==> src/hw/rv_exec_consts.svh <==
`ifndef RV_EXEC_CONSTS_SVH
`define RV_EXEC_CONSTS_SVH

// ==============================
// datapath geometry
// ==============================

// data and address width of the core
`define RV_XLEN 32

// byte distance to the next sequential instruction
`define RV_PC_STEP 4

// ==============================
// trap and bookkeeping
// ==============================

// mcause value for an environment call from M-mode
`define RV_ECALL_CAUSE 11

// default width of the executed instruction count
`define RV_RETIRE_WIDTH 32

`endif

==> src/hw/rv_exec_pkg.sv <==
`default_nettype none

package rv_exec_pkg;

  // alu operations, compares leave their outcome in bit 0
  typedef enum logic [7:0] {
    ALU_ADD  = 8'h00,
    ALU_SUB  = 8'h01,
    ALU_SLL  = 8'h02,
    ALU_SLT  = 8'h03,
    ALU_SLTU = 8'h04,
    ALU_XOR  = 8'h05,
    ALU_SRL  = 8'h06,
    ALU_SRA  = 8'h07,
    ALU_OR   = 8'h08,
    ALU_AND  = 8'h09,
    ALU_EQ   = 8'h10,
    ALU_NE   = 8'h11,
    ALU_LT   = 8'h12,
    ALU_GE   = 8'h13,
    ALU_LTU  = 8'h14,
    ALU_GEU  = 8'h15,
    ALU_PASS = 8'h20
  } alu_op_t;

  typedef enum logic [1:0] {
    OP2_SRC2 = 2'b00,
    OP2_IMM  = 2'b01,
    OP2_CSR  = 2'b10
  } operand2_sel_t;

  typedef enum logic [2:0] {
    NPC_SEQ    = 3'b000,
    NPC_JAL    = 3'b001,
    NPC_JALR   = 3'b010,
    NPC_BRANCH = 3'b011,
    NPC_TRAP   = 3'b100
  } npc_sel_t;

  // register write data source
  typedef enum logic [1:0] {
    WD_ALU  = 2'b00,
    WD_SNPC = 2'b01,
    WD_DNPC = 2'b10,
    WD_CSR  = 2'b11
  } wdata_sel_t;

endpackage

`default_nettype wire

==> src/hw/rv_alu.sv <==
`timescale 1ns/1ns
`default_nettype none

`include "rv_exec_consts.svh"

module rv_alu (
  input  wire rv_exec_pkg::alu_op_t    opcode,
  input  wire logic [`RV_XLEN-1:0]     operand1,
  input  wire logic [`RV_XLEN-1:0]     operand2,
  output logic [`RV_XLEN-1:0]          result
);

  import rv_exec_pkg::*;

  logic [4:0] shamt;
  logic       lt_signed;
  logic       lt_unsigned;
  logic       equal;

  assign shamt       = operand2[4:0];
  assign lt_signed   = $signed(operand1) < $signed(operand2);
  assign lt_unsigned = operand1 < operand2;
  assign equal       = operand1 == operand2;

  always_comb begin
    result = '0;
    case (opcode)
      ALU_ADD: begin
        result = operand1 + operand2;
      end
      ALU_SUB: begin
        result = operand1 - operand2;
      end
      ALU_SLL: begin
        result = operand1 << shamt;
      end
      ALU_SLT: begin
        result = {{(`RV_XLEN-1){1'b0}}, lt_signed};
      end
      ALU_SLTU: begin
        result = {{(`RV_XLEN-1){1'b0}}, lt_unsigned};
      end
      ALU_XOR: begin
        result = operand1 ^ operand2;
      end
      ALU_SRL: begin
        result = operand1 >> shamt;
      end
      ALU_SRA: begin
        result = $signed(operand1) >>> shamt;
      end
      ALU_OR: begin
        result = operand1 | operand2;
      end
      ALU_AND: begin
        result = operand1 & operand2;
      end
      // ==============================
      // branch compares
      // ==============================
      ALU_EQ:   result = {{(`RV_XLEN-1){1'b0}}, equal};
      ALU_NE:   result = {{(`RV_XLEN-1){1'b0}}, !equal};
      ALU_LT:   result = {{(`RV_XLEN-1){1'b0}}, lt_signed};
      ALU_GE:   result = {{(`RV_XLEN-1){1'b0}}, !lt_signed};
      ALU_LTU:  result = {{(`RV_XLEN-1){1'b0}}, lt_unsigned};
      ALU_GEU:  result = {{(`RV_XLEN-1){1'b0}}, !lt_unsigned};
      // lui arrives with the upper immediate already in operand2
      ALU_PASS: result = operand2;
      default:  result = '0;
    endcase
  end

endmodule

`default_nettype wire

==> src/hw/rv_exec_top.sv <==
`timescale 1ns/1ns
`default_nettype none

`include "rv_exec_consts.svh"

module rv_exec_top (
  input  wire logic                       clock,
  input  wire logic                       reset,
  input  wire logic                       decode_valid,
  input  wire logic [`RV_XLEN-1:0]        pc,
  input  wire logic [`RV_XLEN-1:0]        imm,
  input  wire logic [`RV_XLEN-1:0]        src1,
  input  wire logic [`RV_XLEN-1:0]        src2,
  input  wire logic [`RV_XLEN-1:0]        csr_src,
  input  wire rv_exec_pkg::alu_op_t       alu_opcode,
  input  wire rv_exec_pkg::operand2_sel_t alu_operand2_sel,
  input  wire rv_exec_pkg::npc_sel_t      npc_sel,
  input  wire rv_exec_pkg::wdata_sel_t    exu_r_wdata_sel,
  input  wire logic                       csr_wdata1_sel,
  input  wire logic                       block,
  output logic [`RV_XLEN-1:0]             alu_result,
  output logic                            npc_valid,
  output logic [`RV_XLEN-1:0]             npc,
  output logic [`RV_XLEN-1:0]             exu_r_wdata,
  output logic [`RV_XLEN-1:0]             csr_wdata1,
  output logic [`RV_XLEN-1:0]             csr_wdata2,
  output logic                            clear_pipeline,
  output logic [`RV_RETIRE_WIDTH-1:0]     retired_count
);

  rv_exu u_rv_exu (
    .clock            (clock),
    .reset            (reset),
    .block            (block),
    .decode_valid     (decode_valid),
    .pc               (pc),
    .imm              (imm),
    .src1             (src1),
    .src2             (src2),
    .csr_src          (csr_src),
    .alu_opcode       (alu_opcode),
    .alu_operand2_sel (alu_operand2_sel),
    .npc_sel          (npc_sel),
    .exu_r_wdata_sel  (exu_r_wdata_sel),
    .csr_wdata1_sel   (csr_wdata1_sel),
    .alu_result       (alu_result),
    .npc_valid        (npc_valid),
    .npc              (npc),
    .exu_r_wdata      (exu_r_wdata),
    .csr_wdata1       (csr_wdata1),
    .csr_wdata2       (csr_wdata2),
    .clear_pipeline   (clear_pipeline)
  );

  // every valid next pc marks one executed instruction
  rv_retire_counter #(
    .COUNT_WIDTH (`RV_RETIRE_WIDTH)
  ) u_rv_retire_counter (
    .clock  (clock),
    .reset  (reset),
    .retire (npc_valid),
    .count  (retired_count)
  );

endmodule

`default_nettype wire

==> src/hw/rv_exu.sv <==
`timescale 1ns/1ns
`default_nettype none

`include "rv_exec_consts.svh"

module rv_exu (
  input  wire logic                       clock,
  input  wire logic                       reset,
  input  wire logic                       block,
  input  wire logic                       decode_valid,
  input  wire logic [`RV_XLEN-1:0]        pc,
  input  wire logic [`RV_XLEN-1:0]        imm,
  input  wire logic [`RV_XLEN-1:0]        src1,
  input  wire logic [`RV_XLEN-1:0]        src2,
  input  wire logic [`RV_XLEN-1:0]        csr_src,
  input  wire rv_exec_pkg::alu_op_t       alu_opcode,
  input  wire rv_exec_pkg::operand2_sel_t alu_operand2_sel,
  input  wire rv_exec_pkg::npc_sel_t      npc_sel,
  input  wire rv_exec_pkg::wdata_sel_t    exu_r_wdata_sel,
  input  wire logic                       csr_wdata1_sel,
  output logic [`RV_XLEN-1:0]             alu_result,
  output logic                            npc_valid,
  output logic [`RV_XLEN-1:0]             npc,
  output logic [`RV_XLEN-1:0]             exu_r_wdata,
  output logic [`RV_XLEN-1:0]             csr_wdata1,
  output logic [`RV_XLEN-1:0]             csr_wdata2,
  output logic                            clear_pipeline
);

  import rv_exec_pkg::*;

  localparam logic [`RV_XLEN-1:0] PC_STEP     = `RV_PC_STEP;
  localparam logic [`RV_XLEN-1:0] ECALL_CAUSE = `RV_ECALL_CAUSE;

  alu_op_t              opcode_q;
  logic [`RV_XLEN-1:0]  operand1_q;
  logic [`RV_XLEN-1:0]  operand2_q;
  logic [`RV_XLEN-1:0]  operand2_next;
  logic [`RV_XLEN-1:0]  snpc_q;
  logic [`RV_XLEN-1:0]  dnpc_q;
  logic [`RV_XLEN-1:0]  csr_src_q;
  npc_sel_t             npc_sel_q;
  wdata_sel_t           wdata_sel_q;
  logic                 csr_wdata1_sel_q;
  logic [`RV_XLEN-1:0]  pc_q;

  rv_alu u_rv_alu (
    .opcode   (opcode_q),
    .operand1 (operand1_q),
    .operand2 (operand2_q),
    .result   (alu_result)
  );

  always_comb begin
    case (alu_operand2_sel)
      OP2_IMM: operand2_next = imm;
      OP2_CSR: operand2_next = csr_src;
      default: operand2_next = src2;
    endcase
  end

  // ==============================
  // stage registers
  // ==============================

  // a redirect squashes whatever decode offers in the same cycle
  always_ff @(posedge clock) begin
    if (reset) begin
      npc_valid <= 1'b0;
    end else if (!block) begin
      npc_valid <= decode_valid && !clear_pipeline;
    end
  end

  always_ff @(posedge clock) begin
    if (!block) begin
      opcode_q         <= alu_opcode;
      operand1_q       <= src1;
      operand2_q       <= operand2_next;
      snpc_q           <= pc + PC_STEP;
      dnpc_q           <= pc + imm;
      csr_src_q        <= csr_src;
      npc_sel_q        <= npc_sel;
      wdata_sel_q      <= exu_r_wdata_sel;
      csr_wdata1_sel_q <= csr_wdata1_sel;
      // second stage for the csr write values
      csr_wdata1       <= csr_wdata1_sel_q ? ECALL_CAUSE : alu_result;
      pc_q             <= pc;
      csr_wdata2       <= pc_q;
    end
  end

  // ==============================
  // next pc and write data
  // ==============================
  always_comb begin
    case (npc_sel_q)
      NPC_SEQ:    npc = snpc_q;
      NPC_JAL:    npc = dnpc_q;
      NPC_JALR:   npc = {alu_result[`RV_XLEN-1:1], 1'b0};
      NPC_BRANCH: npc = alu_result[0] ? dnpc_q : snpc_q;
      // ecall and mret take mtvec or mepc from the csr file
      NPC_TRAP:   npc = csr_src_q;
      default:    npc = '0;
    endcase
  end

  always_comb begin
    case (wdata_sel_q)
      WD_ALU:  exu_r_wdata = alu_result;
      WD_SNPC: exu_r_wdata = snpc_q;
      WD_DNPC: exu_r_wdata = dnpc_q;
      default: exu_r_wdata = csr_src_q;
    endcase
  end

  assign clear_pipeline = npc_valid && (npc != snpc_q);

  a_npc_aligned: assert property (@(posedge clock) disable iff (reset)
    npc_valid && !(npc_sel_q inside {NPC_JALR, NPC_TRAP}) |-> npc[1:0] == 2'b00);

endmodule

`default_nettype wire

==> src/hw/rv_retire_counter.sv <==
`timescale 1ns/1ns
`default_nettype none

`include "rv_exec_consts.svh"

module rv_retire_counter #(
  parameter int COUNT_WIDTH = `RV_RETIRE_WIDTH
) (
  input  wire logic                    clock,
  input  wire logic                    reset,
  input  wire logic                    retire,
  output logic [COUNT_WIDTH-1:0]       count
);

  // wraps silently at the counter width
  always_ff @(posedge clock) begin
    if (reset) begin
      count <= '0;
    end else if (retire) begin
      count <= count + 1'b1;
    end
  end

endmodule

`default_nettype wire

==> config.mk <==
export PLATFORM = sky130hd
export DESIGN_NAME = rv_exec_top
export DESIGN_NICKNAME = d
export VERILOG_FILES = /design/src/hw/rv_exec_pkg.sv /design/src/hw/rv_alu.sv /design/src/hw/rv_exec_top.sv /design/src/hw/rv_exu.sv /design/src/hw/rv_retire_counter.sv
export VERILOG_INCLUDE_DIRS = /design/src /design/src/hw
export SDC_FILE = /design/constraint.sdc
export NUM_CORES = 1
export LEC_CHECK = 0
export BUFFER_PORTS_ARGS = -buffer_cell sky130_fd_sc_hd__buf_2
export CAP_MARGIN = 0
export CORE_ASPECT_RATIO = 1.25
export CORE_MARGIN = 1
export CORE_UTILIZATION = 41
export DETAILED_ROUTE_END_ITERATION = 16
export GPL_TIMING_DRIVEN = 0
export HOLD_SLACK_MARGIN = 0.12
export PLACE_DENSITY_LB_ADDON = 0.2
export SLEW_MARGIN = 10
export SYNTH_ARGS = -nofsm -noshare
export SYNTH_HDL_FRONTEND = slang
export SYNTH_HIERARCHICAL = 1
export SYNTH_SLANG_ARGS = --single-unit
==> constraint.sdc <==
create_clock -name clock -period 5.35 [get_ports clock]
set_input_delay 0 -clock clock [delete_from_list [all_inputs] [get_ports clock]]
set_output_delay 0 -clock clock [all_outputs]
set_load 0.05 [all_outputs]
==> flow_summary.toml <==
[worst_setup_path]
crit_type = "reg -> out"
cp_max_fo = 6
slowest_stage = "a222oi_1"
r2r-start = "u_rv_exu/operand2_q[1]$_DFFE_PN_"
critPathCaptureType = "output port"
crit_start = "u_rv_exu/operand2_q[1]$_DFFE_PN_"
required_ns = 5.35
start_kind = "flop"
critPathArrivalTime_ns = 6.77
max_stage_delay_ns = 0.63
cpMostUsedCell = "buf_12"

[clocking]
insertion_delay_ns = 0.57
clockRootBuffer = "clkbuf_16"
cts.sinks = 301
htree_levels = 2
cts-buffers-inserted = 35
path_clk_slew_ns = 0.06
cts_buffer_depth = 3
cts_tree = "built"

[layout]
finalNonFillerCells = 3992
regArea_sq_mm = 0.00871
fillers = 5023
fin_area_sq_mm = 0.0315
multi_input_area_sq_mm = 0.0143
drive_above_1_share = 0.248
final_cell_mix = "buf_2 (356), edfxtp_1 (268), nand2_1 (234)"
area_growth_pct = 34.0
final_common_cell = "buf_2"
nNetsFinal = 3548

[timing]
hold_violations = 0
maxSlewViolCount = 0
maxSlewHeadroom = 0.262
fin_crit_sh = 1.26
skew_ns = 0.0235
layout_setup_ws_ns = -1.42
post-route-min-period_ns = 6.77
rsz0062_at_grt = "true"
fmax_ghz = 0.148
fin_setup_tns_ns = -10.05
tightest_slew_ns = 1.09
setup_viol = 37

[routing]
routed_wl_microns = 122000
drc_errors = 0
drtIter0Drc = 2828
firstDrtPassIters = 6
vias = 25400
wl_per_cell_microns = 30.6
drtAntennaViolNets = 0
drt-vias-per-instance = 6.35

[global_route]
grtUsageTotal = 0.407
antenna_found_initial = 5
grt_max_degree = 43
grt_pass1_vias = 24900
grt_pass1_wl_microns = 172000
grt-ovfl-total = 0

[synth]
synthArstFlopShare = 0
synth_cell_types = 102
synth_edf_count = 268
syn_nets = 2841
synth_seq_area_share = 0.370
syn_area_sq_mm = 0.0235
syn_avg_cell_area_sq_um = 9.35
syn_inst = 2517
yosysWarnings = 6
ys.flop_type = "edfxtp_1"
ys_seq_elements = 301

[power]
ir_drop_uv = 316
p_leak_nw = 12.9
powerDensity_mw_per_mm2 = 300
finalPower_mw = 9.45

[placed_design]
gp_congestion = 1.07
port_buffers = 373
preCtsSetupSlack_ns = -2.58
dp_cells = 3639
placed_area_sq_mm = 0.0266
dp_hpwl_microns = 94300

[hold_path]
hp-class = "in -> reg"
worstHoldStart = "exu_r_wdata_sel[1]"

[floorplan]
die_h_microns = 270
io_pins = 374
die_w_microns = 216
dieArea_sq_mm = 0.0584
start_util = 0.417
core_area_sq_mm = 0.0564
rows = 97

[job]
cap_violations = 0

[run_status]
violations = "setup timing"
outcome = "finished, violations left"
==> synthesized netlist by cell type (24+ instances only) <==
master | number | area share
mux4_2 | 52 | 0.050
o211ai_1 | 34 | 0.011
xor2_1 | 38 | 0.014
o22ai_1 | 35 | 0.0093
nand2_1 | 259 | 0.041
dfxtp_1 | 33 | 0.028
inv_1 | 114 | 0.018
nor2_1 | 211 | 0.034
a21oi_1 | 208 | 0.044
o21ai_0 | 153 | 0.033
clkbuf_1 | 105 | 0.017
nand3_1 | 62 | 0.013
a22o_1 | 24 | 0.0089
a211oi_1 | 25 | 0.0080
nor2b_1 | 56 | 0.015
a221oi_1 | 27 | 0.010
mux2_2 | 26 | 0.012
ha_1 | 141 | 0.075
edfxtp_1 | 268 | 0.34
xnor2_1 | 45 | 0.017
nand4_1 | 35 | 0.0093
a21o_1 | 24 | 0.0077
mux2i_1 | 63 | 0.027
a22oi_1 | 51 | 0.016
nor3_1 | 39 | 0.0083
==> cells by family after synthesis <==
kind of cell,Yosys count,share of synthesized area
XOR/XNOR,83,0.0309
multiplexers,143,0.0899
flip-flops,301,0.370
buffers and inverters,279,0.0493
AO/OA/AOI/OAI,775,0.221
adder cells (fa/ha/maj),144,0.0775
AND/OR/NAND/NOR,792,0.161
==> through the flow <==
step	utilization	hold slack, ns
2_1_floorplan	-	0.0989
3_3_place_gp	0.470	0.176
3_5_place_dp	0.472	0.178
4_1_cts	0.551	0.120
5_1_grt	0.559	0.139
6_report	0.559	0.139
==> sequential cells by signal, indices dropped and copies added (netlist names) <==
register and count:
u_rv_retire_counter/count 32, u_rv_exu/npc_valid 1, u_rv_exu/dnpc_q 32, u_rv_exu/csr_wdata1 32, u_rv_exu/pc_q 30, u_rv_exu/csr_wdata1_sel_q 1
u_rv_exu/npc_sel_q 3, u_rv_exu/operand1_q 32, u_rv_exu/operand2_q 32, u_rv_exu/wdata_sel_q 2, u_rv_exu/opcode_q 8, u_rv_exu/snpc_q 32
u_rv_exu/csr_src_q 32, u_rv_exu/csr_wdata2 32
==> power breakdown <==
group | internal, mW | switching (mW) | total, mW
clock network | 1.31 | 1.05 | 2.36
registers | 2.80 | 0.190 | 2.99
logic | 1.38 | 2.71 | 4.10
total | 5.50 | 3.95 | 9.45
==> routing by layer <==
layer	wire length [microns]	GRT usage	up-vias
met1	40700	0.437	12200
met5	13	0	-
met3	10700	0.0712	509
met4	11400	0.301	2
met2	59500	0.711	1746
li1	-	-	10900
==> path summary, 6_finish.rpt <==
kind	slack, ns	endpoint	cells after the start
hold reg to reg	0.42	u_rv_exu/csr_wdata2[27]$_DFFE_PN_	0
hold / removal	0.14	u_rv_exu/wdata_sel_q[1]$_DFFE_PN_	2
setup reg to reg	-0.87	u_rv_exu/npc_valid$_SDFFE_PP0N_	27
setup / recovery	-1.42	clear_pipeline	28
==> worst max-delay path: cells and delay by family (launching register included) <==
kind,cells,cell delay (ns)
AO/OA/AOI/OAI,12,2.81
AND/OR/NAND/NOR,6,1.18
buffers and inverters,8,1.15
flip-flops,1,0.47
adder cells (fa/ha/maj),1,0.34
XOR/XNOR,1,0.23
==> what timing repair did <==
| action | 4_1_cts | 5_1_grt |
|---|---|---|
| gates resized for setup | 222 | 79 |
| setup buffers | 49 | 26 |
| gates cloned | 2 | 0 |
| pin swaps | 36 | 20 |
| hold buffers | 217 | 0 |
| setup endpoints to repair | 85 | 52 |
| endpoints found under the hold margin | 210 | 0 |
==> area by class of cell <==
class,count,share of cell area
clock buffers,43,0.0300
inverters,119,0.0156
flip-flops and latches,301,0.276
repair buffers,672,0.161
well taps,742,0.0294
clock inverters,18,0.00452
diodes,2,0.000159
multi-input cells,1937,0.453
plain buffers,158,0.0298
(Power assumes the default switching activity.)
